==> src/design/icache_cfg_pkg.sv <==
/* Instruction cache geometry
 * Sizes of the 4-way, 64-set cache and the layout of a fetch address
 */
package icache_cfg_pkg;

    localparam int ICACHE_N_WAY   = 4;    // Ways per set
    localparam int ICACHE_DEPTH   = 64;   // Sets
    localparam int ADDR_WIDTH     = 32;
    localparam int OFFSET_WIDTH   = 4;    // Byte offset in a 16-byte line
    localparam int INDEX_WIDTH    = 6;
    localparam int TAG_WIDTH      = 22;
    localparam int WORD_WIDTH     = 32;
    localparam int LINE_WIDTH     = 128;
    localparam int WORDS_PER_LINE = 4;
    localparam int PLRU_WIDTH     = 3;    // Tree bits per set

    localparam int WSEL_WIDTH = $clog2(WORDS_PER_LINE);  // Word within line
    localparam int BYTE_WIDTH = OFFSET_WIDTH - WSEL_WIDTH;

    // Field view of a fetch address, MSB first
    typedef struct packed {
        logic [TAG_WIDTH-1:0]   tag;
        logic [INDEX_WIDTH-1:0] index;
        logic [WSEL_WIDTH-1:0]  word_sel;
        logic [BYTE_WIDTH-1:0]  byte_off;   // Always zero for aligned fetch
    } icache_addr_t;

    // Same 32 bits, seen raw by the miss path or split by the arrays
    typedef union packed {
        logic [ADDR_WIDTH-1:0] raw;
        icache_addr_t          fields;
    } icache_addr_u;

endpackage

==> src/design/icache_bus_pkg.sv <==
/* Instruction cache traffic
 * Structs for fetch, response, miss, refill and the array lookup bundle
 */
package icache_bus_pkg;

    // Fetch request from the core
    typedef struct packed {
        logic                       valid;
        icache_cfg_pkg::icache_addr_u addr;
    } fetch_req_t;

    // One-cycle instruction response
    typedef struct packed {
        logic                                  valid;
        logic [icache_cfg_pkg::WORD_WIDTH-1:0] instr;
    } fetch_rsp_t;

    // Line request to next level, offset bits zero
    typedef struct packed {
        logic                                  valid;
        logic [icache_cfg_pkg::ADDR_WIDTH-1:0] line_addr;
    } miss_req_t;

    // Refill strobe with the whole line
    typedef struct packed {
        logic                                  valid;
        logic [icache_cfg_pkg::LINE_WIDTH-1:0] line;
    } refill_t;

    // Registered read of every way, tags, valid bits and lines
    typedef struct packed {
        logic [icache_cfg_pkg::ICACHE_N_WAY-1:0][icache_cfg_pkg::TAG_WIDTH-1:0]  tags;
        logic [icache_cfg_pkg::ICACHE_N_WAY-1:0]                                vbit;
        logic [icache_cfg_pkg::ICACHE_N_WAY-1:0][icache_cfg_pkg::LINE_WIDTH-1:0] lines;
    } lookup_t;

endpackage

==> src/design/icache_way_select.sv <==
/* Way select
 * Tag compare over all ways and mux of the addressed word from the hit line
 */
`timescale 1ns/1ns

module icache_way_select (
    input  icache_bus_pkg::lookup_t                 lookup_i,
    input  icache_cfg_pkg::icache_addr_u            addr_q_i,  // Registered fetch address
    output logic                                    hit_o,
    output logic [icache_cfg_pkg::ICACHE_N_WAY-1:0] hit_way_o,
    output logic [icache_cfg_pkg::WORD_WIDTH-1:0]   instr_o
);

    logic [icache_cfg_pkg::ICACHE_N_WAY-1:0] hit_vec;
    logic [icache_cfg_pkg::LINE_WIDTH-1:0]   hit_line;

    always_comb begin
        hit_line = '0;
        for (int w = 0; w < icache_cfg_pkg::ICACHE_N_WAY; w++) begin
            hit_vec[w] = lookup_i.vbit[w] &&
                         (lookup_i.tags[w] == addr_q_i.fields.tag);
            if (hit_vec[w]) begin
                hit_line = hit_line | lookup_i.lines[w];  // AND-OR mux
            end
        end
    end

    assign hit_o     = |hit_vec;
    assign hit_way_o = hit_vec;
    assign instr_o   = hit_line[addr_q_i.fields.word_sel * icache_cfg_pkg::WORD_WIDTH
                                +: icache_cfg_pkg::WORD_WIDTH];

    // Refill never duplicates a line, so two hits mean corrupt arrays
    always_comb begin
        a_single_hit: assert ($onehot0(hit_vec) || $isunknown(hit_vec))
            else $error("multiple ways hit: %b", hit_vec);
    end

endmodule

==> config.mk <==
export PLATFORM = sky130hd
export DESIGN_NAME = icache_way_select
export DESIGN_NICKNAME = d
export VERILOG_FILES = /design/src/design/icache_cfg_pkg.sv /design/src/design/icache_bus_pkg.sv /design/src/design/icache_way_select.sv
export SDC_FILE = /design/constraint.sdc
export NUM_CORES = 1
export LEC_CHECK = 0
export BUFFER_PORTS_ARGS = -buffer_cell sky130_fd_sc_hd__buf_4
export CAP_MARGIN = 0
export CORE_AREA = 8 8 258 260
export DETAILED_ROUTE_END_ITERATION = 12
export DIE_AREA = 0 0 266 268
export GPL_TIMING_DRIVEN = 0
export SLEW_MARGIN = 10
export SYNTH_ARGS = -nofsm -noshare
export SYNTH_HDL_FRONTEND = slang
export SYNTH_SLANG_ARGS = --single-unit
==> constraint.sdc <==
create_clock -name vclk -period 2.6
set_clock_uncertainty 0.2 [all_clocks]
set_input_delay 0.13 -clock vclk [all_inputs]
set_output_delay 0.13 -clock vclk [all_outputs]
set_load 0.02 [all_outputs]
==> results of run 1 <==
-- where the power goes --
group / switching, mW / internal, mW
clock network: 0 / 0.000000354
logic: 0.698 / 0.939
registers: 0 / 0
total: 0.698 / 0.939
-- area by class of cell --
cell class                      count  area share (%)
Timing Repair Buffer              695            44.4
Multi-Input combinational cell    593            38.7
Tap cell                          846            8.45
Buffer                             86            7.50
Inverter                           28           0.839
Antenna cell                        8           0.160
-- stage by stage --
step / TNS, ns / power, mW
final: -4.98 / 1.64
after global routing: -7.44 / 1.73
after CTS: -7.47 / 1.55
after floorplan: 0 / 0.390
after global placement: -36.08 / 1.48
after detailed placement: -36.30 / 1.48
-- what timing repair did --
| item | in CTS | in global routing |
|---|---|---|
| pin swaps | 49 | 73 |
| setup buffers | 16 | 15 |
| cloned | 5 | 2 |
| endpoints found under the setup margin | 37 | 32 |
| gates resized for setup | 190 | 134 |
-- critical path: stages --
cell and delay, ns:
buf_4 0.12, xnor2_2 0.14, nand4_1 0.24, nor4_4 0.41, and2_4 0.32, buf_12 0.21, buf_12 0.15, a222oi_1 0.10
a21boi_2 0.32, and3_4 0.29, buf_6 0.12
-- how the worst min path moves through the flow --
stage / cells past startpoint / start / slack (ns) / to
floorplan: 3 / lookup_i[170] / 0.31 / instr_o[10]
global placement: 5 / lookup_i[82] / 0.50 / instr_o[18]
detailed placement: 5 / lookup_i[82] / 0.51 / instr_o[18]
CTS: 5 / lookup_i[70] / 0.51 / instr_o[6]
global route: 5 / lookup_i[225] / 0.55 / instr_o[1]
finish: 5 / lookup_i[70] / 0.52 / instr_o[6]
-- per-layer routing --
layer,vias to the layer above,part of all wire (%),track usage [%]
met3,107,10,5.30
met1,4758,41,22.9
met4,12,3.4,4.54
met2,786,45,30.0
li1,4296,-,-
met5,-,0.11,0
-- cells in the final DEF, fill, tap and decap left out, types with 4 or more instances in the layout --
| master | n |
|---|---|
| a21oi_2 | 6 |
| a211oi_2 | 17 |
| a21oi_1 | 76 |
| and3_1 | 20 |
| xnor2_4 | 4 |
| xnor2_2 | 20 |
| nor4_4 | 4 |
| clkbuf_2 | 7 |
| xor2_2 | 6 |
| buf_12 | 26 |
| diode_2 | 8 |
| nand3_1 | 50 |
| a21bo_4 | 4 |
| buf_2 | 4 |
| nand2_1 | 56 |
| clkbuf_1 | 9 |
| xor2_1 | 9 |
| nor3_1 | 27 |
| nand3_2 | 8 |
| inv_1 | 28 |
| clkbuf_4 | 6 |
| and4_1 | 5 |
| a21bo_2 | 10 |
| xnor2_1 | 47 |
| a222oi_1 | 100 |
| buf_4 | 664 |
| nand4_1 | 17 |
| buf_8 | 9 |
| a31oi_1 | 28 |
| a21boi_1 | 4 |
| buf_6 | 48 |
| a32oi_1 | 27 |
| and3_4 | 7 |
-- cell families (layout without fill, tap and decap cells) --
kind of cell,Yosys count,count (layout),share of synthesized area (%)
AOI/OAI and AO/OA,284,284,47.3
and+or+nand+nor,221,221,24.5
buffers and inverters,115,809,12.2
xor gates and xnor gates,88,88,16.1
other,0,8,0
==> reports/results.tsv, run 1 <==
metric	value	unit
status	finished with violations	
violations	setup timing	
drc	0	
crit_required	2.27	ns
gp_congestion	0.971	
yosysWarningCount	0	
drv_cap	0	
hold_viol	0	
setup_violations	32	
critPathCapture	instr_o[16]	
dp_slack	-1.37	ns
final_cell_area	12500	um2
ir_drop	75.7	uV
antenna_left	0	
cp-end-kind	output port	
fp.dieArea	71300	um2
grt_pass1_vias	10300	
worst_setup_path_start_kind	input port	
antenna_found_initial	28	
path_max_fanout	7	
multi_input_area	4850	um2
wl	71200	um
seq_cell_count	0	
grt_pass1_wl	89100	um
startpoint	lookup_i[560]	
tightest_slew	0.875	ns
seq_area	0	um2
syn_area	4780	um2
synthCells	708	
ys_seq_area_share	0	%
hpwl	62100	um
leakagePower	5.51	nW
drv_slew	0	
grt-ovfl-total	0	
initial_core_util	7.66	%
finalCriticalPeriod	2.91	ns
avgSynthCellArea	6.75	um2
finish.net_count	2040	
max_freq	344	MHz
fillers	7138	
netlist.area_leader.share	21.0	%
pin_count	673	
layout-area-overhead-vs-synth	162	%
dpl-instance-area	10800	um2
path_class	in2out	
yosys.cell_count.top_type	a222oi_1	
hold_path.class	in2out	
synth_common_cells	100 x a222oi_1, 83 x a21oi_1, 71 x xnor2_1, 60 x nand3_1, 57 x nand2_1	
coreArea	62400	um2
utilization	20.1	%
track_usage	18.1	%
num_vias	9959	
clock_buffers	0	
dieHeight	268	um
io_buffers	660	
initialDrtViolationCount	1340	
p_per_area	131	nW/um2
grt_max_degree	11	
finalNonFillerCells	2256	
synth_fp_nets	1344	
yosysTopAreaCell	a222oi_1	
rsz0062_at_grt	true	
cp.arrival	2.58	ns
vias_per_cell	4.41	
timing.slew.headroom	41.7	%
synth.distinct_cells	37	
die_w	266	um
placed_cells	2214	
timing.final.crit_share	112	%
postCtsHoldBufs	0	
synth_area_leaders	a222oi_1 21%, xnor2_1 13%, a21oi_1 8.7%	
wl_per_cell	31.5	um
whs	0.515	ns
fin_ws	-0.307	ns
drive_gt1_share	63.0	%
rows	92	
drt_first_pass_iters	13	
Note: power is estimated with default switching activity, not from simulation.
==> run 2: changes to the inputs <==
--- a/config.mk
+++ b/config.mk
@@ -6,11 +6,12 @@
 export NUM_CORES = 1
 export LEC_CHECK = 0
 export BUFFER_PORTS_ARGS = -buffer_cell sky130_fd_sc_hd__buf_4
-export CAP_MARGIN = 0
 export CORE_AREA = 8 8 258 260
 export DETAILED_ROUTE_END_ITERATION = 12
 export DIE_AREA = 0 0 266 268
 export GPL_TIMING_DRIVEN = 0
+export MAX_ROUTING_LAYER = met4
+export PLACE_DENSITY_LB_ADDON = 0.1
 export SLEW_MARGIN = 10
 export SYNTH_ARGS = -nofsm -noshare
 export SYNTH_HDL_FRONTEND = slang
==> run 2 against run 1 <==
Compared with the run above:
- the run still ends with setup timing left
- setup slack better by 0.065 ns
- flip-flop and latch count stayed put
- largest power group unchanged
- utilization is 1.9 points higher
- combinational power is 2% higher
- die area stayed put
- largest cell class unchanged
- power is 2.4% higher
- critical path depth is 1 higher
- maximum frequency is 2.3% higher
- via count is 3.4% lower
- first-iteration DRC count is 35% lower
- clock-buffer cell count stayed put
- global-route usage is 0.58 points higher
==> reports/results.tsv, run 2 (synthesis gave the netlist of run 1 again) <==
metric	value	unit
status	finished with violations	
violations	setup timing	
cp_cell_sequence	buf_12 -> xnor2_2 -> nand4_1 -> nor4_4 -> buf_4 -> and2_4 -> buf_12 -> buf_12 -> a222oi_1 -> a21bo_2 -> a211oi_2 -> buf_4	
clock_buffers	0	
grt_pass1_wl	90000	um
dpl-instance-area	10800	um2
finalCriticalPeriod	2.84	ns
multi_input_area	5350	um2
rsz0062_at_grt	true	
drive_gt1_share	67.5	%
grt_pass1_vias	10300	
postCtsHoldBufs	0	
timing.slew.headroom	38.1	%
coreArea	62400	um2
num_vias	9618	
final_cell_area	13700	um2
slowest_delay	0.68	ns
crit_top_cell	buf_12	
drv_cap	0	
p_per_area	122	nW/um2
hpwl	62300	um
cp-end-kind	output port	
rows	92	
dieHeight	268	um
hold_path.class	in2out	
hold_viol	0	
grt_max_degree	11	
drv_slew	0	
fillers	7116	
leakagePower	5.96	nW
path_max_fanout	10	
setup_violations	30	
ir_drop	73.8	uV
drc	0	
power.net_switching	0.684	mW
final_common_cell	buf_4	
vias_per_cell	4.17	
tightest_slew	0.927	ns
startpoint	addr_q_i[25]	
gp_congestion	0.872	
fp.dieArea	71300	um2
whs	0.518	ns
timing.final.crit_share	109	%
seq_cell_count	0	
critPathCapture	instr_o[22]	
wl_per_cell	30.8	um
p_comb_share	100.0	%
initial_core_util	7.66	%
grt-ovfl-total	0	
antenna_left	0	
tns	-3.88	ns
die_w	266	um
initialDrtViolationCount	865	
path_class	in2out	
intPower	0.992	mW
drt_first_pass_iters	7	
utilization	22.0	%
track_usage	18.7	%
cp.arrival	2.51	ns
wl	71200	um
worst_setup_path_start_kind	input port	
power_frac_seq	0	%
antenna_found_initial	22	
hold_depth	5	
layout_common_cells	677 x buf_4, 100 x a222oi_1, 64 x a21oi_1	
critPathSlowestCell	a222oi_1	
seq_area	0	um2
max_freq	352	MHz
crit_required	2.27	ns
p_clk_share	0	%
pin_count	673	
fin_ws	-0.242	ns
finish.net_count	2084	
layout-area-overhead-vs-synth	188	%
io_buffers	660	
netSwitchingFraction	40.8	%
dp_slack	-1.53	ns
## run 2: changes by cell type in the layout (fill, tap and decap cells not counted), sizes merged
cell / before / now
bufbuf: 0 / 1
clkbuf: 27 / 30
buf: 754 / 794
diode: 8 / 17
## run 2: layer usage
layer | vias to the layer above | track usage, % | share of wire, %
met5 | - | - | 0
li1 | 4399 | - | -
met4 | 0 | 3.83 | 1.6
met3 | 33 | 4.35 | 7.3
met2 | 516 | 33.4 | 52
met1 | 4670 | 21.2 | 39
## run 2: what timing repair did
item                                    in CTS  in global routing
resized for setup                          271                172
endpoints found under the setup margin      37                 32
pin swaps                                   53                107
setup buffers                               29                 43
cloned                                       6                  8
## run 2: worst min-delay path by stage
stage | startpoint | endpoint | slack, ns
floorplan | lookup_i[170] | instr_o[10] | 0.31
global placement | lookup_i[64] | instr_o[0] | 0.50
global route | lookup_i[82] | instr_o[18] | 0.53
finish | lookup_i[82] | instr_o[18] | 0.52
CTS | lookup_i[84] | instr_o[20] | 0.51
detailed placement | lookup_i[64] | instr_o[0] | 0.51
## run 2: layout make-up
class	instances	share of cell area (%)
Inverter	28	0.765
Multi-Input combinational cell	593	39.0
Antenna cell	17	0.310
Buffer	84	7.03
Timing Repair Buffer	741	45.2
Tap cell	846	7.70
## run 2: critical path, delay by kind of cell
kind            cells  cell delay, ns
compound gates      3            1.03
simple gates        3            0.41
xor+xnor            1            0.12
buf+inv             5            0.79
## run 2: stage by stage
| stage | instances | power (mW) |
|---|---|---|
| 2_1_floorplan | 708 | 0.390 |
| 3_3_place_gp | 2214 | 1.44 |
| 3_5_place_dp | 2214 | 1.45 |
| 4_1_cts | 2248 | 1.59 |
| 5_1_grt | 2308 | 1.78 |
| 6_report | 2309 | 1.68 |
## run 2: power groups by stage
stage | Clock [mW] | Sequential, mW | Combinational [mW]
6_report | 0.000000833 | 0 | 1.68
5_1_grt | 0.000000830 | 0 | 1.78
4_1_cts | 0 | 0 | 1.59
3_5_place_dp | 0 | 0 | 1.45
3_3_place_gp | 0 | 0 | 1.44
2_1_floorplan | 0 | 0 | 0.390
