[config.mk]
export PLATFORM = sky130hd
export DESIGN_NAME = icache_ctrl
export DESIGN_NICKNAME = d
export VERILOG_FILES = /design/src/design/icache_cfg_pkg.sv /design/src/design/icache_bus_pkg.sv /design/src/design/icache_ctrl.sv
export SDC_FILE = /design/constraint.sdc
export NUM_CORES = 1
export LEC_CHECK = 0
export BUFFER_PORTS_ARGS = -buffer_cell sky130_fd_sc_hd__buf_2
export CORE_AREA = 8 8 176 178
export DETAILED_ROUTE_END_ITERATION = 6
export DIE_AREA = 0 0 184 186
export GPL_TIMING_DRIVEN = 0
export HOLD_SLACK_MARGIN = 0.03
export PLACE_DENSITY = 0.57
export SYNTH_ARGS = -nofsm -noshare
export SYNTH_HDL_FRONTEND = slang
export SYNTH_SLANG_ARGS = --single-unit
[constraint.sdc]
create_clock -name clk_i -period 5.23 [get_ports clk_i]
set_input_delay 0.2615 -clock clk_i [delete_from_list [all_inputs] [get_ports clk_i]]
set_output_delay 0.2615 -clock clk_i [all_outputs]
set_load 0.05 [all_outputs]
[src/design/icache_cfg_pkg.sv]
/* Instruction cache geometry
 * Sizes of the 4-way, 64-set cache and the layout of a fetch address
 */
package icache_cfg_pkg;

    localparam int ICACHE_N_WAY   = 4;    // Ways per set
    localparam int ICACHE_DEPTH   = 64;   // Sets
    localparam int ADDR_WIDTH     = 32;
    localparam int OFFSET_WIDTH   = 4;    // Byte offset in a 16-byte line
    localparam int INDEX_WIDTH    = 6;
    localparam int TAG_WIDTH      = 22;
    localparam int WORD_WIDTH     = 32;
    localparam int LINE_WIDTH     = 128;
    localparam int WORDS_PER_LINE = 4;
    localparam int PLRU_WIDTH     = 3;    // Tree bits per set

    localparam int WSEL_WIDTH = $clog2(WORDS_PER_LINE);  // Word within line
    localparam int BYTE_WIDTH = OFFSET_WIDTH - WSEL_WIDTH;

    // Field view of a fetch address, MSB first
    typedef struct packed {
        logic [TAG_WIDTH-1:0]   tag;
        logic [INDEX_WIDTH-1:0] index;
        logic [WSEL_WIDTH-1:0]  word_sel;
        logic [BYTE_WIDTH-1:0]  byte_off;   // Always zero for aligned fetch
    } icache_addr_t;

    // Same 32 bits, seen raw by the miss path or split by the arrays
    typedef union packed {
        logic [ADDR_WIDTH-1:0] raw;
        icache_addr_t          fields;
    } icache_addr_u;

endpackage

[src/design/icache_bus_pkg.sv]
/* Instruction cache traffic
 * Structs for fetch, response, miss, refill and the array lookup bundle
 */
package icache_bus_pkg;

    // Fetch request from the core
    typedef struct packed {
        logic                       valid;
        icache_cfg_pkg::icache_addr_u addr;
    } fetch_req_t;

    // One-cycle instruction response
    typedef struct packed {
        logic                                  valid;
        logic [icache_cfg_pkg::WORD_WIDTH-1:0] instr;
    } fetch_rsp_t;

    // Line request to next level, offset bits zero
    typedef struct packed {
        logic                                  valid;
        logic [icache_cfg_pkg::ADDR_WIDTH-1:0] line_addr;
    } miss_req_t;

    // Refill strobe with the whole line
    typedef struct packed {
        logic                                  valid;
        logic [icache_cfg_pkg::LINE_WIDTH-1:0] line;
    } refill_t;

    // Registered read of every way, tags, valid bits and lines
    typedef struct packed {
        logic [icache_cfg_pkg::ICACHE_N_WAY-1:0][icache_cfg_pkg::TAG_WIDTH-1:0]  tags;
        logic [icache_cfg_pkg::ICACHE_N_WAY-1:0]                                vbit;
        logic [icache_cfg_pkg::ICACHE_N_WAY-1:0][icache_cfg_pkg::LINE_WIDTH-1:0] lines;
    } lookup_t;

endpackage

[src/design/icache_ctrl.sv]
/* Cache controller
 * Sequences lookup, miss request, refill write, response and flush
 */
`timescale 1ns/1ns

module icache_ctrl (
    input  logic                                    clk_i,
    input  logic                                    rst_i,
    input  icache_bus_pkg::fetch_req_t              req_i,
    input  icache_bus_pkg::refill_t                 refill_i,
    input  logic                                    flush_i,
    input  logic                                    hit_i,
    input  logic [icache_cfg_pkg::ICACHE_N_WAY-1:0] hit_way_i,
    input  logic [icache_cfg_pkg::WORD_WIDTH-1:0]   instr_i,
    input  logic [icache_cfg_pkg::ICACHE_N_WAY-1:0] victim_i,
    output logic                                    ready_o,
    output icache_bus_pkg::fetch_rsp_t              rsp_o,
    output icache_bus_pkg::miss_req_t               miss_o,
    output logic                                    rd_o,
    output logic                                    we_o,
    output logic [icache_cfg_pkg::ICACHE_N_WAY-1:0] way_o,
    output icache_cfg_pkg::icache_addr_u            addr_o,
    output logic [icache_cfg_pkg::TAG_WIDTH-1:0]    tag_o,
    output logic [icache_cfg_pkg::LINE_WIDTH-1:0]   line_o,
    output logic                                    mem_flush_o,
    output logic                                    touch_o,
    output logic [icache_cfg_pkg::ICACHE_N_WAY-1:0] touch_way_o
);

    typedef enum logic [1:0] {
        ST_IDLE,
        ST_LOOKUP,
        ST_WAIT,
        ST_WRITE
    } state_e;

    state_e                                  state_q;
    icache_cfg_pkg::icache_addr_u            addr_q;    // Fetch in flight
    logic [icache_cfg_pkg::ICACHE_N_WAY-1:0] victim_q;  // Way chosen at miss
    logic [icache_cfg_pkg::LINE_WIDTH-1:0]   line_q;    // Refill line
    logic                                    accept;
    logic                                    flush_take;
    logic                                    lookup_hit;
    logic                                    lookup_miss;

    assign accept      = (state_q == ST_IDLE) && req_i.valid;
    assign flush_take  = (state_q == ST_IDLE) && flush_i && !req_i.valid;  // Request wins
    assign lookup_hit  = (state_q == ST_LOOKUP) && hit_i;
    assign lookup_miss = (state_q == ST_LOOKUP) && !hit_i;

    always_ff @(posedge clk_i) begin
        if (rst_i) begin
            state_q <= ST_IDLE;
        end else begin
            case (state_q)
                ST_IDLE:   if (accept) state_q <= ST_LOOKUP;
                ST_LOOKUP: state_q <= hit_i ? ST_IDLE : ST_WAIT;
                ST_WAIT:   if (refill_i.valid) state_q <= ST_WRITE;
                ST_WRITE:  state_q <= ST_IDLE;
                default:   state_q <= ST_IDLE;
            endcase
        end
    end

    // Payload registers
    always_ff @(posedge clk_i) begin
        if (accept) begin
            addr_q <= req_i.addr;
        end
        if (lookup_miss) begin
            victim_q <= victim_i;
        end
        if (state_q == ST_WAIT && refill_i.valid) begin
            line_q <= refill_i.line;
        end
    end

    assign ready_o = (state_q == ST_IDLE) && !flush_take;

    // Array control, read address straight from the port when idle
    assign rd_o        = accept;
    assign we_o        = (state_q == ST_WRITE);
    assign way_o       = victim_q;
    assign addr_o      = (state_q == ST_IDLE) ? req_i.addr : addr_q;
    assign tag_o       = addr_q.fields.tag;
    assign line_o      = line_q;
    assign mem_flush_o = flush_take;

    // LRU update on hit or refill write
    assign touch_o     = lookup_hit || we_o;
    assign touch_way_o = we_o ? victim_q : hit_way_i;

    always_comb begin
        rsp_o.valid = lookup_hit || we_o;
        if (we_o) begin
            rsp_o.instr = line_q[addr_q.fields.word_sel * icache_cfg_pkg::WORD_WIDTH
                                 +: icache_cfg_pkg::WORD_WIDTH];  // Word from refill
        end else begin
            rsp_o.instr = instr_i;
        end
        miss_o.valid     = lookup_miss;
        miss_o.line_addr = {addr_q.raw[icache_cfg_pkg::ADDR_WIDTH-1:icache_cfg_pkg::OFFSET_WIDTH],
                            {icache_cfg_pkg::OFFSET_WIDTH{1'b0}}};
    end

    a_rsp_miss_excl: assert property (
        @(posedge clk_i) disable iff (rst_i)
        !(rsp_o.valid && miss_o.valid)
    ) else $error("response and miss in the same cycle");

    // Refill only expected while a miss is outstanding
    a_refill_in_wait: assert property (
        @(posedge clk_i) disable iff (rst_i)
        refill_i.valid |-> (state_q == ST_WAIT)
    ) else $error("refill strobe outside wait state");

endmodule

==> results of run 1 <==
-- cells in the mapped netlist (all sizes together) --
cell	number	area [µm²]
nor3	3	15.0
nor3b	1	7.51
nor2	1	6.26
a21boi	1	7.51
inv	1	3.75
mux4	32	732
and2	1	6.26
mux2	68	875
o21a	1	7.51
edfxtp	164	4920
and3b	1	8.76
and3	1	6.26
conb	1	3.75
dfxtp	2	40.0
mux2i	1	10.0
buf	69	544
clkbuf	3	11.3
-- flip-flops by register name (all words and copies together) (netlist names), named ones only --
name     count
state_q      1
line_o     128
way_o        4
addr_q      32
-- cell families (layout without fill, tap and decap cells) --
logic type	after synthesis	count (layout)	share of synthesized area, %
buffers and inverters	73	736	7.76
DFF	166	166	68.9
other	1	5	0.0520
AOI/OAI and AO/OA	2	2	0.208
muxes	101	101	22.4
and+or+nand+nor	8	8	0.694
-- cell type report --
class                   count  area share, %
plain buffers              72           4.51
multi-input cells         115           13.9
clock inverters            13          0.996
well taps                 384           3.90
clock buffers              19           3.52
inverters                   1         0.0305
repair buffers            631           32.8
diodes                      1         0.0203
flip-flops and latches    166           40.3
-- stage by stage --
step	hold WS [ns]	cells
after floorplan	0.338	354
after global placement	0.438	1200
after detailed placement	0.440	1205
after CTS	0.0334	1401
after global routing	0.0327	1401
final	0.0542	1402
-- report_power, final --
part	internal, mW	total [mW]	switching [mW]
Clock	0.662	1.21	0.551
Sequential	1.52	1.55	0.0279
Combinational	0.344	0.923	0.579
Total	2.53	3.69	1.16
-- metal layers --
metal / up-vias / share of wire [%] / GRT usage (%)
met5: - / 0.048 / 0
met4: 2 / 2.2 / 5.49
met1: 2767 / 37 / 16.4
met3: 36 / 9.5 / 5.58
met2: 317 / 51 / 26.6
li1: 2639 / - / -
-- worst paths after layout --
check / endpoint / slack, ns
setup / recovery: rsp_o[19] / 2.46
hold / removal: addr_q[7]$_DFFE_PP_ / 0.05
setup reg to reg: line_o[37]$_DFFE_PP_ / 3.45
hold reg to reg: state_q[0]$_SDFFE_PP0P_ / 0.59
-- worst reg2reg max path, cell delays in order (launching register included) --
cell and delay [ns]:
dfxtp_1 0.37, and3b_4 0.68, buf_16 0.36
==> reports/metrics.cfg, run 1 <==
[status]
outcome=completed

[pwr]
p_total_mw=3.69
power_density_nw_per_um2=300
ir_worst_vdd_uv=168
p_leak_nw=5.30

[clocking]
cts_resized=0
clock_latency_ns=0.43
root_buffer=clkbuf_16
cts_made_buffers=17
h-tree-depth=4
clock_sinks=166
tritoncts=done
post-cts-setup-buffers=0
clkTransAtPathRegs_ns=0.07
hold_buffers=164
cts.path.max_buffers=2

[placement]
place_hpwl_um=20500
place_ws_ns=2.88
port_buffers=462
placed_cell_area_um2=10100
place_congestion=0.838

[detailed_routing]
viasPerCell=4.11
ant_nets=0
drt-initial-drc-count=273
wl_per_cell_um=19.5
via_count=5761
firstDrtPassIters=4
wirelength_um=27300
drc=0

[critical_path]
path_common_cell=buf_2
r2r_start=state_q[0]$_SDFFE_PP0P_
path_cells=buf_2 > clkbuf_1 > mux4_2 > mux2_4 > buf_2
cp-end-kind=primary output
cp_top_family=buffers and inverters
critPathKind=reg -> out
crit_buf_inv=3
ff2ff_path_depth=2
cp-start-kind=register
critPathLaunch=addr_q[3]$_DFFE_PP_
cpPeakStageDelay_ns=0.59
path_max_fanout=10
slowest_stage=clkbuf_1
path_depth=5
cp.arrival_ns=2.51
critPathRequiredTime_ns=4.97

[layout]
area.sequential_um2=4960
final_common_cell=buf_2
multi_input_area_um2=1710
syn_to_final_growth_pct=70.7
layout.nets=1210
drive_above_1_share_pct=64.5
final_cell_area_um2=12300
final_core_util_pct=43.6
nFillCells=2627
layout_common_cells=buf_2 (468), edfxtp_1 (164), dlygate4sd3_1 (164)

[synthesis]
synth.avg_cell_area_um2=20.5
synth_cell_types=23
synth_seq_cells=166
yosysWarnings=0
ys_seq_area_share_pct=68.9
synth_cells=351
netlist_area_um2=7210

[die]
num_rows=62
die_w_um=184
dieArea_um2=34200
chipHeight_um=186
ios=467
coreArea_um2=28200
start_util_pct=25.5

[global_routing]
grt_pass1_vias=6466
antenna_found_initial=1
grt_use_total_pct=15.1
grt_max_degree=61
grt_pass1_wl_um=39000
grt_overflow=0

[sta]
clock_skew_ns=0.0127
relSlewSlack_pct=50.2
worstMarginPinSlew_ns=0.747
min_period_ns=2.77
fmax_mhz=361
rsz0062_at_grt=no
min_period_over_period_pct=53.0
maxSlewViolCount=0
setup_violations=0
layout_setup_ws_ns=2.46
hold_violations=0
fin_tns_setup_ns=0

[min_path]
hold_class=in -> reg
min-delay-start=req_i[7]
hold_depth=1

[run]
max_cap_violations=0

(Power assumes the default switching activity.)
==> run 2: changes to the inputs <==
clock period = 2.8 ns   (was 5.23 ns; I/O delays follow)
==> run 2 against run 1 <==
  * First-iteration DRC count down 37%
  * Core utilization up 0.23 points
  * Non-clock buffer count unchanged
  * Worst hold slack better by 0.026 ns
  * Worst setup slack worse by 2.2 ns
  * Final area up 0.53%
  * Clock power up 100%
  * Count of clock-buffer cells in the layout down 1
  * Sequential cell count unchanged
  * Cell count about the same
  * Critical path type unchanged
  * Largest cell class unchanged
==> reports/metrics.cfg, run 2 (synthesis results as in run 1) <==
[status]
outcome=completed

[critical_path]
r2r-end=line_o[1]$_DFFE_PP_
cpPeakStageDelay_ns=0.55
cp-end-kind=primary output
crit_end=rsp_o[21]
regToRegSetupSlack_ns=0.73
path_common_cell=buf_2
critPathKind=reg -> out
path_max_fanout=10
crit_buf_inv=3
ff2ff_path_depth=4
critPathLaunch=addr_q[3]$_DFFE_PP_
path_depth=5
cp.arrival_ns=2.45
path_cells=buf_2 > clkbuf_1 > mux4_2 > mux2_4 > buf_2
cp_top_family=buffers and inverters
slowest_stage=clkbuf_1
cp-start-kind=register
critPathRequiredTime_ns=2.66

[layout]
fin_cells=1401
final_cell_area_um2=12400
layout.nets=1210
final_core_util_pct=43.8
nFillCells=2591
final_common_cell=buf_2
layout_common_cells=buf_2 (468), dlygate4sd3_1 (166), edfxtp_1 (164)
largest_reg_flops=128
syn_to_final_growth_pct=71.6
num_antenna_cells=0
drive_above_1_share_pct=64.5

[clocking]
cts_resized=0
root_buffer=clkbuf_16
clock_sinks=166
h-tree-depth=4
tritoncts=done
cts.path.max_buffers=2
cts_made_buffers=17
clock_latency_ns=0.43
clkTransAtPathRegs_ns=0.07
post-cts-setup-buffers=0

[detailed_routing]
viasPerCell=4.12
via_count=5769
ant_nets=0
wirelength_um=27500
wl_per_cell_um=19.6
drc=0
drt-initial-drc-count=172
firstDrtPassIters=4

[global_routing]
antenna_found_initial=1
grt_max_degree=62
grt_use_total_pct=15.2
grt_pass1_wl_um=39500
grt_pass1_vias=6621
grt_overflow=0

[min_path]
hold_class=in -> reg
hold_depth=3
min-delay-start=hit_i

[die]
start_util_pct=25.5
coreArea_um2=28200
chipHeight_um=186
die_w_um=184
num_rows=62
ios=467
dieArea_um2=34200

[placement]
place_congestion=0.909
place_inst=1203
placed_cell_area_um2=10100
port_buffers=462
place_hpwl_um=20700

[pwr]
power_density_nw_per_um2=570
ir_worst_vdd_uv=253
p_leak_nw=5.33

[sta]
worstMarginPinSlew_ns=0.808
fmax_mhz=387
relSlewSlack_pct=46.0
hold_violations=0
maxSlewViolCount=0
min_period_over_period_pct=92.3
hold_ws_ns=0.0806
setup_violations=0
min_period_ns=2.59
clock_skew_ns=0.0209
rsz0062_at_grt=no

[run]
max_cap_violations=0

[run 2: cell count changes in the layout (fill, tap and decap cells not counted), sizes merged]
| cell | delta |
|---|---|
| inv | +4 |
| clkinvlp | -1 |
| clkbuf | -1 |
| buf | -2 |
| diode | -1 |
| clkinv | -2 |
| dlygate4sd3 | +2 |
[run 2: worst min path at each step]
stage	endpoint	slack, ns
after global routing	register	0.07
after global placement	line_o[118]$_DFFE_PP_	0.32
after floorplan	state_q[0]$_SDFFE_PP0P_	0.22
final	register	0.08
after detailed placement	line_o[22]$_DFFE_PP_	0.32
after CTS	register	0.05
[run 2: cell type report]
cell class	instances	area, µm²	share of cell area [%]
plain buffers	72	556	4.49
clock buffers	18	429	3.47
clock inverters	14	178	1.44
inverters	1	3.75	0.0303
multi-input cells	115	1710	13.8
flip-flops and latches	166	4960	40.1
well taps	384	480	3.88
repair buffers	631	4050	32.7
[run 2: routing by layer]
metal	GRT usage, %	vias up	part of all wire, %
met3	5.86	35	9.8
li1	-	2645	-
met2	26.8	319	51
met5	0	-	0
met4	5.68	0	2.4
met1	16.5	2770	37
[run 2: tightest hold or removal path, cell delays in order]
cell	delay (ns)
buf_2	0.09
o21a_1	0.16
nor3_1	0.06
[run 2: through the flow]
step,total power [mW],worst slack (ns),TNS [ns]
floorplan,4.05,0.0565,0
global placement,4.48,-0.493,-64.79
detailed placement,4.50,0.554,0
CTS,7.16,0.0840,0
global route,7.33,0.0268,0
finish,7.05,0.215,0
[run 2: repair_timing]
action / CTS / global route
endpoints found under the setup margin: 0 / 0
hold buffers: 166 / 0
endpoints found under the hold margin: 166 / 0
[run 2: power by group]
group	total [mW]	internal (mW)	switching, mW
logic	1.73	0.645	1.08
clock network	2.43	1.29	1.14
registers	2.90	2.84	0.0526
==> run 3: changes to the inputs <==
CELL_PAD_IN_SITES_DETAIL_PLACEMENT = 0   (was unset)
CELL_PAD_IN_SITES_GLOBAL_PLACEMENT = 1   (was unset)
PLACE_DENSITY = 0.69   (was 0.57)
==> run 3 against run 2 <==
  * Register-to-register slack better by 0.33 ns
  * First-iteration DRC count is 17% lower
  * Critical path type unchanged
  * Sequential power hardly changed
  * Largest cell class unchanged
  * Via count is 0.97% lower
==> reports/metrics.cfg, run 3 (synthesis results as in run 1) <==
[global_routing]
grt_max_degree=60
grt_pass1_wl_um=39400
grt_pass1_vias=6485
grt_overflow=0
grt_use_total_pct=15.2
antenna_found_initial=0

[placement]
placed_cell_area_um2=10100
place_congestion=0.870
place_hpwl_um=20900
place_inst=1203
port_buffers=462

[sta]
worstMarginPinSlew_ns=0.858
clock_skew_ns=0.0177
fin_tns_setup_ns=0
hold_violations=0
min_period_ns=2.63
fmax_mhz=380
setup_violations=0
rsz0062_at_grt=no
min_period_over_period_pct=93.9
maxSlewViolCount=0
relSlewSlack_pct=42.6

[layout]
layout.nets=1211
final_cell_area_um2=12400
layout_common_cells=buf_2 (468), dlygate4sd3_1 (167), edfxtp_1 (164)
final_common_cell=buf_2
fin_cells=1402
drive_above_1_share_pct=64.4
syn_to_final_growth_pct=71.9
num_antenna_cells=0
nFillCells=2631
largest_reg_flops=128

[clocking]
tritoncts=done
post-cts-setup-buffers=0
cts.path.max_buffers=2
clkTransAtPathRegs_ns=0.08
clock_sinks=166
h-tree-depth=4
cts_made_buffers=17
clock_latency_ns=0.42
root_buffer=clkbuf_16

[status]
outcome=completed

[critical_path]
path_cells=buf_2 > clkbuf_1 > mux4_2 > mux2_4 > buf_2
regToRegSetupSlack_ns=1.06
ff2ff_path_depth=3
cp-end-kind=primary output
cp_top_family=buffers and inverters
cp-start-kind=register
path_common_cell=buf_2
r2r-end=addr_q[3]$_DFFE_PP_
slowest_stage=clkbuf_1
crit_buf_inv=3
path_max_fanout=10
critPathRequiredTime_ns=2.66
cpPeakStageDelay_ns=0.61
critPathKind=reg -> out
cp.arrival_ns=2.49

[detailed_routing]
drc=0
wirelength_um=27500
viasPerCell=4.07
firstDrtPassIters=4
ant_nets=0
drt-initial-drc-count=142
via_count=5713
wl_per_cell_um=19.6

[pwr]
p_leak_nw=5.34
ir_worst_vdd_uv=422
power_density_nw_per_um2=569
p_total_mw=7.06

[min_path]
hold_depth=3
hold_class=in -> reg
min-delay-start=hit_i

[die]
start_util_pct=25.5
dieArea_um2=34200
coreArea_um2=28200
num_rows=62
die_w_um=184
ios=467
chipHeight_um=186

[run]
max_cap_violations=0

run 3: stage by stage:
stage	setup slack (ns)	utilization (%)	hold WS [ns]
after floorplan	0.0565	-	0.217
after global placement	-0.451	35.5	0.317
after detailed placement	0.608	35.8	0.318
after CTS	0.128	43.9	0.0666
after global routing	0.0282	43.9	0.0863
final	0.172	43.9	0.0967
run 3: routing by layer:
| metal | wire [µm] | vias up | part of all wire, % | track usage (%) |
|---|---|---|---|---|
| met3 | 2500 | 18 | 9.1 | 5.70 |
| met4 | 354 | 0 | 1.3 | 4.00 |
| met1 | 10400 | 2766 | 38 | 16.5 |
| met2 | 14300 | 285 | 52 | 27.4 |
| met5 | 0 | - | 0 | 0 |
| li1 | - | 2644 | - | - |
run 3: worst reg2reg max path, cell delays in order (launching register included):
cell and delay (ns):
dfxtp_1 0.30, buf_2 0.16, nor3_4 0.73, buf_16 0.25
run 3: area by class of cell:
| cell class | count | area [µm²] | share of cell area [%] |
|---|---|---|---|
| inverter | 1 | 3.75 | 0.0303 |
| clock buffer | 17 | 425 | 3.43 |
| clock inverter | 15 | 188 | 1.51 |
| tap | 384 | 480 | 3.88 |
| multi-input combinational | 115 | 1710 | 13.8 |
| sequential | 166 | 4960 | 40.1 |
| buffer | 72 | 556 | 4.48 |
| timing repair buffer | 632 | 4070 | 32.8 |
run 3: how the worst max path moves through the flow:
stage | start | endpoint | slack, ns | cells past startpoint
2_1_floorplan | register | addr_q[0]$_DFFE_PP_ | 0.06 | 2
3_3_place_gp | register | line_o[4]$_DFFE_PP_ | -0.45 | 2
3_5_place_dp | addr_q[3]$_DFFE_PP_ | rsp_o[23] | 0.61 | 5
4_1_cts | addr_q[3]$_DFFE_PP_ | rsp_o[23] | 0.13 | 5
5_1_grt | addr_q[3]$_DFFE_PP_ | rsp_o[16] | 0.03 | 5
6_report | addr_q[3]$_DFFE_PP_ | rsp_o[16] | 0.17 | 5
run 3: where the power goes:
part	switching, mW	leakage (nW)	internal [mW]
clock	1.14	0.298	1.29
sequential	0.0539	1.52	2.84
combinational	1.08	3.53	0.646
run 3: what timing repair did:
| action | CTS | global route |
|---|---|---|
| hold buffers | 167 | 0 |
| hold endpoints to repair | 166 | 0 |
| gates resized for setup | 0 | 0 |
