$ cat src/design/icache_cfg_pkg.sv
/* Instruction cache geometry
 * Sizes of the 4-way, 64-set cache and the layout of a fetch address
 */
package icache_cfg_pkg;

    localparam int ICACHE_N_WAY   = 4;    // Ways per set
    localparam int ICACHE_DEPTH   = 64;   // Sets
    localparam int ADDR_WIDTH     = 32;
    localparam int OFFSET_WIDTH   = 4;    // Byte offset in a 16-byte line
    localparam int INDEX_WIDTH    = 6;
    localparam int TAG_WIDTH      = 22;
    localparam int WORD_WIDTH     = 32;
    localparam int LINE_WIDTH     = 128;
    localparam int WORDS_PER_LINE = 4;
    localparam int PLRU_WIDTH     = 3;    // Tree bits per set

    localparam int WSEL_WIDTH = $clog2(WORDS_PER_LINE);  // Word within line
    localparam int BYTE_WIDTH = OFFSET_WIDTH - WSEL_WIDTH;

    // Field view of a fetch address, MSB first
    typedef struct packed {
        logic [TAG_WIDTH-1:0]   tag;
        logic [INDEX_WIDTH-1:0] index;
        logic [WSEL_WIDTH-1:0]  word_sel;
        logic [BYTE_WIDTH-1:0]  byte_off;   // Always zero for aligned fetch
    } icache_addr_t;

    // Same 32 bits, seen raw by the miss path or split by the arrays
    typedef union packed {
        logic [ADDR_WIDTH-1:0] raw;
        icache_addr_t          fields;
    } icache_addr_u;

endpackage

$ cat src/design/icache_replacement.sv
/* Tree pseudo-LRU replacement
 * Three tree bits per set, victim prefers the lowest invalid way
 */
`timescale 1ns/1ns

module icache_replacement (
    input  logic                                    clk_i,
    input  logic                                    rst_i,
    input  logic                                    flush_i,
    input  logic [icache_cfg_pkg::INDEX_WIDTH-1:0]  index_i,
    input  logic [icache_cfg_pkg::ICACHE_N_WAY-1:0] vbit_i,
    input  logic                                    touch_i,      // Hit or refill
    input  logic [icache_cfg_pkg::ICACHE_N_WAY-1:0] touch_way_i,
    output logic [icache_cfg_pkg::ICACHE_N_WAY-1:0] victim_o
);

    // Bit 0 picks the half, bit 1 ways 0/1, bit 2 ways 2/3
    logic [icache_cfg_pkg::PLRU_WIDTH-1:0] plru_q [icache_cfg_pkg::ICACHE_DEPTH];
    logic [icache_cfg_pkg::PLRU_WIDTH-1:0] tree;
    logic [icache_cfg_pkg::PLRU_WIDTH-1:0] tree_upd;

    assign tree = plru_q[index_i];

    // Victim choice
    always_comb begin
        if (!tree[0]) begin
            victim_o = tree[1] ? 4'b0010 : 4'b0001;  // Left half
        end else begin
            victim_o = tree[2] ? 4'b1000 : 4'b0100;  // Right half
        end
        for (int w = icache_cfg_pkg::ICACHE_N_WAY - 1; w >= 0; w--) begin
            if (!vbit_i[w]) begin
                victim_o = '0;
                victim_o[w] = 1'b1;  // Lowest invalid wins
            end
        end
    end

    // Point the tree away from the touched way
    always_comb begin
        tree_upd = tree;
        if (touch_way_i[0] || touch_way_i[1]) begin
            tree_upd[0] = 1'b1;
            tree_upd[1] = touch_way_i[0];
        end else begin
            tree_upd[0] = 1'b0;
            tree_upd[2] = touch_way_i[2];
        end
    end

    always_ff @(posedge clk_i) begin
        if (rst_i || flush_i) begin
            for (int s = 0; s < icache_cfg_pkg::ICACHE_DEPTH; s++) begin
                plru_q[s] <= '0;
            end
        end else if (touch_i) begin
            plru_q[index_i] <= tree_upd;
        end
    end

endmodule

$ cat config.mk
export PLATFORM = sky130hd
export DESIGN_NAME = icache_replacement
export DESIGN_NICKNAME = d
export VERILOG_FILES = /design/src/design/icache_cfg_pkg.sv /design/src/design/icache_replacement.sv
export SDC_FILE = /design/constraint.sdc
export NUM_CORES = 1
export LEC_CHECK = 0
export ABC_AREA = 1
export ABC_CLOCK_PERIOD_IN_PS = 2100
export BUFFER_PORTS_ARGS = -buffer_cell sky130_fd_sc_hd__buf_4
export CELL_PAD_IN_SITES_DETAIL_PLACEMENT = 2
export CELL_PAD_IN_SITES_GLOBAL_PLACEMENT = 2
export CORE_UTILIZATION = 37
export CTS_BUF_LIST = sky130_fd_sc_hd__clkbuf_8
export CTS_CLUSTER_DIAMETER = 40
export DETAILED_ROUTE_END_ITERATION = 7
export GPL_TIMING_DRIVEN = 0
export PLACE_DENSITY = 0.82
export REMOVE_ABC_BUFFERS = 1
export SLEW_MARGIN = 10
export SYNTH_ARGS = -nofsm -noshare
export SYNTH_HDL_FRONTEND = slang
export SYNTH_SLANG_ARGS = --single-unit
$ cat constraint.sdc
create_clock -name clk_i -period 2.1 [get_ports clk_i]
set_input_delay 0.315 -clock clk_i [delete_from_list [all_inputs] [get_ports clk_i]]
set_output_delay 0.315 -clock clk_i [all_outputs]
set_load 0.005 [all_outputs]
==> results of run 1 <==
[worst paths after layout]
check / endpoint / slack (ps) / cells past startpoint
setup / recovery: plru_q[13][2]$_SDFFCE_PN0P_ / -740 / 13
hold / removal: plru_q[17][0]$_SDFFCE_PN0P_ / 260 / 3
setup reg to reg: plru_q[13][2]$_SDFFCE_PN0P_ / -740 / 13
hold reg to reg: plru_q[25][2]$_SDFFCE_PN0P_ / 1520 / 11
[metal layers]
layer	vias to the layer above	GRT usage, %	routed length, um
met5	-	0	0
met4	0	15.7	3000
met3	199	5.08	3310
met2	489	55.4	23200
met1	4766	37.4	17400
li1	3745	-	-
[what timing repair did]
action,4_1_cts,5_1_grt
buffers inserted,24,23
resized for setup,120,99
endpoints found under the setup margin,385,154
pin swaps,26,26
cloned,14,4
hold endpoints to repair,0,0
[power by group through the flow]
stage                     logic [W]  registers [W]  clock network (W)
after floorplan            0.000431        0.00449                  0
after global placement     0.000778        0.00450                  0
after detailed placement   0.000922        0.00451                  0
after CTS                   0.00130        0.00442            0.00256
after global routing        0.00160        0.00445            0.00280
final                       0.00156        0.00444            0.00272
[cells in the mapped netlist, types with 2 or more instances]
master and count:
nand2_1 410, nor4_1 2, edfxtp_1 192, o211ai_1 9
inv_1 70, o21ai_0 29, buf_6 9, nor4_2 3
or2_1 2, inv_2 3, o21ai_1 9, a21oi_1 93
clkbuf_1 32, nor2_1 158, nor3_1 12, nor2_2 10
or2_2 3, buf_2 31, nand3_1 34
[worst reg2reg max path, cell delays in order (launching register included)]
cell       delay (ps)
edfxtp_1          410
o21ai_0           320
o21ai_1           140
o21ai_1           250
nand2_1           140
nor2_2            210
nand2_4           120
buf_6             150
mux2i_4           200
buf_8             150
buf_16            150
buf_12            150
clkbuf_16         190
nor2_4             50
[through the flow]
stage / cells / TNS [ps] / total power (W) / worst slack, ps / util (%)
floorplan: 1045 / -797840 / 0.00492 / -2320 / -
global placement: 1395 / -2628940 / 0.00528 / -7390 / 38.9
detailed placement: 1411 / -636900 / 0.00543 / -2860 / 40.4
CTS: 1481 / -21220 / 0.00828 / -456 / 46.1
global route: 1504 / -50210 / 0.00885 / -700 / 48.2
finish: 1504 / -54550 / 0.00873 / -739 / 48.2
[final cells by class]
cell class                 instances  area (um^2)  area share (%)
clock buffer                      17          234            1.90
clock inverter                    15          159            1.29
inverter                          74          338            2.75
multi-input combinational        779         3960            32.2
sequential                       192         5770            46.9
tap                              330          413            3.36
timing repair buffer              96         1410            11.5
timing repair inverter             1         8.76          0.0713
[logic make-up after synthesis]
group	after synthesis	synth area share [%]
muxes	1	0.232
AOI/OAI and AO/OA	140	7.44
buffers and inverters	148	6.85
and+or+nand+nor	638	26.2
DFF	192	59.3
==> metrics.txt, run 1 <==
slowest stage delay, CP=410 ps; hpwl dp=21200 um; Top FF cell, synth=edfxtp_1; Post-Synthesis Cell Area=9720 um^2; number of distinct library cells after synthesis=27; remaining global-route overflow=0; Worst Max-Slew Pin Slew=975 ps; CTS buffer count=17; Final min period=2840 ps; Rows=58; Critical Path End Type=register; Setup violations, final=141; Seq/Total Area, Yosys=59.3%; Comb power frac=17.9%; skew final=30.6 ps; Avg Inst Size Synth=8.69 um^2; CP Data Arrival Time=3120 ps; clock-pin slew on the worst setup and hold paths=120 ps; post-synthesis cell count=1119; Final Max Slew Viols=0; clk sink count=192; Worst Setup SP=plru_q[34][2]$_SDFFCE_PN0P_; Synth top area share=59.3%; synth warn=0; max_slew headroom=35.0%; antenna violations before repair=0; # IOs=22; switching share of power=31.3%; Clock Path Buffers=2; CP max FO=6; most common cell after layout, fill and taps aside=nand2_1; Clock Tree Root=clkbuf_8; placed inst area=10300 um^2; FF+latch count, synth=192; post-route setup slack=-739 ps; H-tree Lvls=4; Die X=164 um; hold path startpoint=touch_way_i[1]; max FFs per register=192; Critical Path Slowest Stage Cell=edfxtp_1; biggest regs=plru_q: 192 flops; commonest non-fill, non-tap cells in the layout=nand2_1, edfxtp_1, nor2_1; final instance area=12300 um^2; leakage power=4.98 nW; internal power=0.00600 W; DRT Pass-1 Iters=5; reg2reg start=plru_q[34][2]$_SDFFCE_PN0P_; Synth area leader=edfxtp_1; clk_lat worst skew=530 ps; antenna-violating nets left=0; run status=finished with violations; drt via density=6.12; global-route wire length before repair=59900 um; cells along the critical path=o21ai_0, o21ai_1, o21ai_1, nand2_1, nor2_2, nand2_4, buf_6, mux2i_4, buf_8, buf_16, buf_12, clkbuf_16, nor2_4; top cell family by delay on the critical path=buffers and inverters; most used cell, CP=o21ai_1; largest net degree at the start of global routing=65; drt total wl=47000 um; Final Cycle Share=135%; number of synthesized flops with an enable pin=192; vias in the first global route=9485; Filler cells=2650; Top reg by flops=plru_q; Antenna diodes=0; critical path type=register to register; most area-consuming cells after synthesis=edfxtp_1, nand2_1, nor2_1; Final Wtd Congestion=0.797; clock power share=31.2%; synth-to-layout area growth=26.4%; RSZ-0062 raised after global routing=true; layout cells sized above 1=21.6%; type of the worst min-delay path=input pin to register; Final Hold Vio Count=0; asr flop ratio synth=0%; Starting Density=38.2%; CTS tree=built; worst-case hold slack=256 ps; Avg WL per Cell=31.2 um; die area=26900 um^2; Max Cap Viol=0; via count=9199; port bufs=20; Hold Buf Count CTS=0; DRC=0; Reg power frac=50.9%; die height=164 um; failing checks=negative setup slack; Tot GR Track Use=31.6%; f_max=352 MHz; DR iter-0 viols=876; Peak VDD IR=0.000436 V; fin nets=1179; WP data required=2380 ps; P_sw=0.00273 W; worst path buffer plus inverter count=5; core area=25500 um^2; PD cells=710 nW/um^2; crit path launch type=register
Power figures use the tool's default switching activity.
==> run 2, diff against run 1 <==
--- a/config.mk
+++ b/config.mk
@@ -10,6 +10,7 @@
 export BUFFER_PORTS_ARGS = -buffer_cell sky130_fd_sc_hd__buf_4
 export CELL_PAD_IN_SITES_DETAIL_PLACEMENT = 2
 export CELL_PAD_IN_SITES_GLOBAL_PLACEMENT = 2
+export CORE_MARGIN = 10
 export CORE_UTILIZATION = 37
 export CTS_BUF_LIST = sky130_fd_sc_hd__clkbuf_8
 export CTS_CLUSTER_DIAMETER = 40
@@ -17,6 +18,7 @@
 export GPL_TIMING_DRIVEN = 0
 export PLACE_DENSITY = 0.82
 export REMOVE_ABC_BUFFERS = 1
+export SKIP_LAST_GASP = 1
 export SLEW_MARGIN = 10
 export SYNTH_ARGS = -nofsm -noshare
 export SYNTH_HDL_FRONTEND = slang
==> run 2 against run 1 <==
  * The run still ends with negative setup slack left
  * Register-to-register slack got worse by 60 ps
  * Fmax fell by 2.1%
  * Non-clock buffer count rose by 8
  * Largest cell class unchanged
  * Count of clock-buffer cells in the layout did not move
  * Routed wire length rose by 4.4%
  * Die area rose by 23%
  * Flip-flop and latch count did not move
  * Worst hold slack got worse by 23 ps
  * Design area rose by 2.2%
  * Via count rose by 0.43%
  * Worst setup slack got worse by 61 ps
==> metrics.txt, run 2 (same netlist as run 1, synthesis figures left out) <==
vias in the first global route=9497 (+0.13%); Clock Tree Root=clkbuf_8; CTS tree=built; leakage power=5.04 nW (+1.1%); DRC=0 (unchanged); f_max=345 MHz (-2.1%); remaining global-route overflow=0 (unchanged); Critical Path Slowest Stage Cell=edfxtp_1; CTS buffer count=17 (unchanged); DR iter-0 viols=1077 (+23%); skew final=21.0 ps (-9.58 ps); clk_lat worst skew=530 ps (about the same); hpwl dp=21700 um (+2.4%); biggest regs=plru_q: 192 flops; largest net degree at the start of global routing=65 (unchanged); WP data required=2380 ps (about the same); fin nets=1189 (+0.85%); Worst Max-Slew Pin Slew=977 ps (+2.30 ps); most common cell after layout, fill and taps aside=nand2_1; drt total wl=49000 um (+4.4%); Final Cycle Share=138% (+2.9 points); grt met1 use=29.5% (-7.9 points); port bufs=20 (unchanged); DRT Pass-1 Iters=5 (unchanged); cells along the critical path=nor2_1, nor2_1, o21ai_0, nand2_1, o21ai_1, nand2_1, nor2_2, nand2_4, buf_6, mux2i_4, buf_6, buf_16, buf_12, buf_16, nor2_4; Filler cells=2699 (+1.8%); Final min period=2900 ps (+61.0 ps); Tot GR Track Use=24.9% (-6.7 points); max_slew headroom=34.8% (-0.15 points); crit path launch type=register; slowest stage delay, CP=430 ps (+20 ps); Final Wtd Congestion=0.769 (-3.6%); Rows=59 (+1.7%); CP Data Arrival Time=3180 ps (+60 ps); dpl cells=1418 (+0.50%); synth-to-layout area growth=29.1%; max FFs per register=192 (unchanged); type of the worst min-delay path=input pin to register; pre-CTS setup slack=-3240 ps (-386 ps); fin cells=1519 (+1.0%); Starting Density=37.4% (-0.75 points); routing usage on met3=4.41% (-0.66 points); Setup violations, final=141 (unchanged); Avg WL per Cell=32.3 um (+3.4%); core area=26000 um^2 (+2.0%); antenna violations before repair=0 (unchanged); die area=33200 um^2 (+23%); CP max FO=8 (+2); PD cells=692 nW/um^2 (-2.6%); Pwr Total=0.00868 W (-0.50%); failing checks=negative setup slack; Die X=182 um (+11%); global route hottest layer=met2; worst path buffer plus inverter count=5 (unchanged); Final Hold Vio Count=0 (unchanged); top cell family by delay on the critical path=simple AND/OR/NAND/NOR gates; commonest non-fill, non-tap cells in the layout=nand2_1, edfxtp_1, nor2_1; post-route setup slack=-800 ps (-61.0 ps); H-tree Lvls=4 (unchanged); Top reg by flops=plru_q; met2 Track Usage GR=43.6% (-12 points); Hold Buf Count CTS=0 (unchanged); via count=9239 (+0.43%); Peak VDD IR=0.000397 V (-8.9%); # IOs=22 (unchanged); RSZ-0062 raised after global routing=true; clk sink count=192 (unchanged); global-route wire length before repair=62000 um (+3.6%); Max Cap Viol=0 (unchanged); critical path type=register to register; layout cells sized above 1=24.1% (+2.5 points); Critical Path End Type=register; clock-pin slew on the worst setup and hold paths=110 ps (about the same); die height=182 um (+11%); antenna-violating nets left=0 (unchanged); drt via density=6.08 (-0.56%); Antenna diodes=0 (unchanged); Final Max Slew Viols=0 (unchanged); Clock Path Buffers=2 (unchanged); run status=finished with violations
run 2: area by class of cell:
| cell class | count | area [um^2] | share of cell area, % |
|---|---|---|---|
| clock buffers | 17 | 234 | 1.86 |
| multi-input cells | 781 | 4130 | 32.9 |
| well taps | 335 | 419 | 3.34 |
| clock inverters | 15 | 135 | 1.08 |
| flip-flops and latches | 192 | 5770 | 45.9 |
| repair buffers | 104 | 1520 | 12.1 |
| repair inverters | 1 | 11.3 | 0.0897 |
| inverters | 74 | 342 | 2.72 |
run 2: final timing paths:
| check | slack (ps) | cells past startpoint | from | end |
|---|---|---|---|---|
| worst max-delay path | -800 | 15 | plru_q[46][2]$_SDFFCE_PN0P_ | plru_q[62][2]$_SDFFCE_PN0P_ |
| worst min-delay path | 230 | 3 | touch_way_i[1] | plru_q[58][0]$_SDFFCE_PN0P_ |
| worst max register to register | -800 | 15 | plru_q[46][2]$_SDFFCE_PN0P_ | plru_q[62][2]$_SDFFCE_PN0P_ |
| worst min register to register | 1520 | 11 | plru_q[28][2]$_SDFFCE_PN0P_ | plru_q[5][2]$_SDFFCE_PN0P_ |
run 2: timing repair:
item                       4_1_cts  5_1_grt
resized for setup              162      116
pin swaps                       30       27
setup endpoints to repair      383      138
buffers inserted                31       29
gates cloned                    14        5
run 2: power by group:
| part | switching [W] | leakage (nW) | internal (W) | total, W |
|---|---|---|---|---|
| clock | 0.00162 | 0.197 | 0.000956 | 0.00258 |
| combinational | 0.00106 | 2.72 | 0.000595 | 0.00166 |
| sequential | 0.0000769 | 2.12 | 0.00437 | 0.00445 |
| total | 0.00276 | 5.04 | 0.00592 | 0.00868 |
run 2: per-stage QoR:
stage               cell area, um^2  hold slack [ps]  setup TNS (ps)  util [%]
floorplan                      9340              625         -797840         -
global placement               9910              900        -2617850      38.1
detailed placement            10300              757         -689230      39.8
CTS                           11900              242          -16970      45.8
global route                  12600              255          -67440      48.3
finish                        12600              232          -64410      48.3
run 2: metal layers:
metal  vias up  share of wire (%)  routed length, um
li1       3763                  -                  -
met1      4762                 38              18500
met2       539                 50              24400
met3       175                7.3               3560
met4         0                5.3               2580
met5         -                  0                  0
run 2: worst register-to-register path, stage by stage, from the launching register on:
cell	delay [ps]
edfxtp_1	430
nor2_1	210
nor2_1	80
o21ai_0	190
nand2_1	150
o21ai_1	230
nand2_1	130
nor2_2	160
nand2_4	100
buf_6	150
mux2i_4	200
buf_6	160
buf_16	130
buf_12	130
buf_16	170
nor2_4	50
==> run 3, diff against run 2 <==
--- a/config.mk
+++ b/config.mk
@@ -8,10 +8,10 @@
 export ABC_AREA = 1
 export ABC_CLOCK_PERIOD_IN_PS = 2100
 export BUFFER_PORTS_ARGS = -buffer_cell sky130_fd_sc_hd__buf_4
-export CELL_PAD_IN_SITES_DETAIL_PLACEMENT = 2
-export CELL_PAD_IN_SITES_GLOBAL_PLACEMENT = 2
+export CELL_PAD_IN_SITES_DETAIL_PLACEMENT = 0
+export CELL_PAD_IN_SITES_GLOBAL_PLACEMENT = 1
 export CORE_MARGIN = 10
-export CORE_UTILIZATION = 37
+export CORE_UTILIZATION = 45
 export CTS_BUF_LIST = sky130_fd_sc_hd__clkbuf_8
 export CTS_CLUSTER_DIAMETER = 40
 export DETAILED_ROUTE_END_ITERATION = 7
==> run 3 against run 2 <==
  * The flow still finishes with violations (negative setup slack)
  * Routed wire length fell by 39%
  * Total power fell by 7.2%
  * Highest routed layer unchanged
  * Critical path depth did not move
  * Global-route usage fell by 4.6 points
  * Count of clock-buffer cells in the layout did not move
  * Fmax rose by 21%
  * Largest cell class unchanged
  * Sequential power fell by 0.9%
  * Die area fell by 16%
  * First-iteration DRC count fell by 7.0%
  * Combinational power fell by 22%
  * Clock skew fell by 3.4 ps
==> metrics.txt, run 3 (same netlist as run 1, synthesis figures left out) <==
Final min period=2390 ps (-507 ps); pre-CTS setup slack=-3160 ps (+85.2 ps); biggest regs=plru_q: 192 flops; layout cells sized above 1=15.9% (-8.2 points); Starting Density=46.0% (+8.5 points); synth-to-layout area growth=20.1%; WP data required=1780 ps (-600 ps); Peak VDD IR=0.000352 V (-11%); Worst Max-Slew Pin Slew=840 ps (-137 ps); CTS tree=built; H-tree Lvls=4 (unchanged); clock-pin slew on the worst setup and hold paths=100 ps (about the same); Die X=167 um (-8.3%); port bufs=20 (unchanged); # IOs=22 (unchanged); run status=finished with violations; skew final=17.7 ps (-3.36 ps); DRC=0 (unchanged); placed inst area=10200 um^2 (-1.3%); vias in the first global route=7631 (-20%); Clock Tree Root=clkbuf_8; core area=21200 um^2 (-19%); DR iter-0 viols=1002 (-7.0%); failing checks=negative setup slack; area taken by flip-flops and latches=5770 um^2 (unchanged); type of the worst min-delay path=input pin to register; Final Max Slew Viols=0 (unchanged); Antenna diodes=0 (unchanged); post-route setup slack=-293 ps (+507 ps); f_max=418 MHz (+21%); clk_lat worst skew=480 ps (-50 ps); Final Wtd Congestion=0.776 (+0.96%); fin nets=1167 (-1.9%); global-route wire length before repair=43600 um (-30%); area of the multi-input gates=3620 um^2 (-12%); remaining global-route overflow=0 (unchanged); hpwl dp=15500 um (-29%); Setup violations, final=68 (-52%); antenna-violating nets left=0 (unchanged); CP Data Arrival Time=2080 ps (-1100 ps); Hold Buf Count CTS=0 (unchanged); clk sink count=192 (unchanged); Tot GR Track Use=20.3% (-4.6 points); critical path type=input pin to primary output; drt total wl=29900 um (-39%); antenna violations before repair=0 (unchanged); CTS buffer count=17 (unchanged); Rows=53 (-10%); cells along the critical path=buf_6, inv_6, nor2_4, buf_8, nand3_1, nand2_1, o21ai_2, nand2_2, nor2_4, nand2_2, nand2_1, nor2_1, nor2_1, nor2_1, buf_4; Final Hold Vio Count=0 (unchanged); most common cell after layout, fill and taps aside=nand2_1; final instance area=11700 um^2 (-7.0%); Final Cycle Share=114% (-24 points); Clock Path Buffers=2 (unchanged); Filler cells=1884 (-30%); slowest stage delay, CP=260 ps (-170 ps); Top reg by flops=plru_q; RSZ-0062 raised after global routing=true; max_slew headroom=44.0% (+9.1 points); DRT Pass-1 Iters=5 (unchanged); crit path launch type=input pin; commonest non-fill, non-tap cells in the layout=nand2_1, edfxtp_1, nor2_1; max FFs per register=192 (unchanged); Avg WL per Cell=20.8 um (-36%); PD cells=691 nW/um^2 (-0.16%); Critical Path Slowest Stage Cell=buf_6; Max Cap Viol=0 (unchanged); drt via density=5.61 (-7.7%); leakage power=4.88 nW (-3.3%); most used cell, CP=nor2_1; Critical Path End Type=primary output; die height=167 um (-8.3%); CP max FO=18 (+10); Pwr Total=0.00806 W (-7.2%); largest net degree at the start of global routing=65 (unchanged); die area=27900 um^2 (-16%); via count=8067 (-13%)
## run 3: changes by cell type in the layout (fill, tap and decap cells not counted), moves of 4 or more
cell	change
nor2_1	+50
nor2_4	-45
a21oi_1	+17
a21oi_2	-15
buf_6	-12
buf_12	-8
nand2_1	+7
o21ai_0	+7
inv_6	-4
nand2_8	-4
nor2_2	-4
## run 3: area by class of cell
| class | count | share of cell area (%) |
|---|---|---|
| inverters | 74 | 2.78 |
| well taps | 275 | 2.95 |
| repair buffers | 83 | 10.5 |
| repair inverters | 1 | 0.0965 |
| clock buffers | 17 | 2.00 |
| multi-input cells | 780 | 31.0 |
| clock inverters | 15 | 1.25 |
| flip-flops and latches | 192 | 49.4 |
## run 3: worst paths after layout
kind	startpoint	to	slack (ps)	cells past startpoint
worst max register to register	plru_q[20][2]$_SDFFCE_PN0P_	plru_q[17][2]$_SDFFCE_PN0P_	-210	14
worst min-delay path	touch_way_i[1]	plru_q[12][0]$_SDFFCE_PN0P_	270	3
worst min register to register	plru_q[47][2]$_SDFFCE_PN0P_	plru_q[0][2]$_SDFFCE_PN0P_	1380	11
worst max-delay path	index_i[2]	victim_o[2]	-290	15
## run 3: power by group
part / total, W / internal (W) / leakage (nW) / switching (W)
registers: 0.00441 / 0.00437 / 2.12 / 0.0000467
logic: 0.00129 / 0.000509 / 2.57 / 0.000783
clock network: 0.00236 / 0.00105 / 0.183 / 0.00131
## run 3: critical path: cells and delay by family
family / cells / cell delay (ps)
AO/OA/AOI/OAI: 1 / 70
AND/OR/NAND/NOR: 10 / 920
buffers and inverters: 4 / 730
## run 3: stage by stage
step | setup TNS (ps) | hold slack, ps | std cells | util [%]
4_1_cts | -12960 | 251 | 1421 | 54.1
2_1_floorplan | -797840 | 625 | 1045 | -
3_5_place_dp | -662070 | 760 | 1353 | 48.2
6_report | -9180 | 270 | 1437 | 55.2
5_1_grt | -19400 | 270 | 1437 | 55.2
3_3_place_gp | -2516570 | 879 | 1340 | 46.5
## run 3: timing repair
item / in CTS / in global routing
setup buffers: 24 / 16
cloned: 13 / 5
pin swaps: 15 / 18
gates resized for setup: 80 / 31
endpoints found under the setup margin: 386 / 124
hold endpoints to repair: 0 / 0
## run 3: per-layer routing
| metal | share of wire, % | wire length [um] | GRT usage (%) | vias to the layer above |
|---|---|---|---|---|
| met5 | 0 | 0 | 0 | - |
| met4 | 3.7 | 1110 | 7.71 | 0 |
| met3 | 9.9 | 2970 | 4.57 | 78 |
| met2 | 48 | 14300 | 33.6 | 450 |
| met1 | 39 | 11500 | 25.3 | 3796 |
| li1 | - | - | - | 3743 |
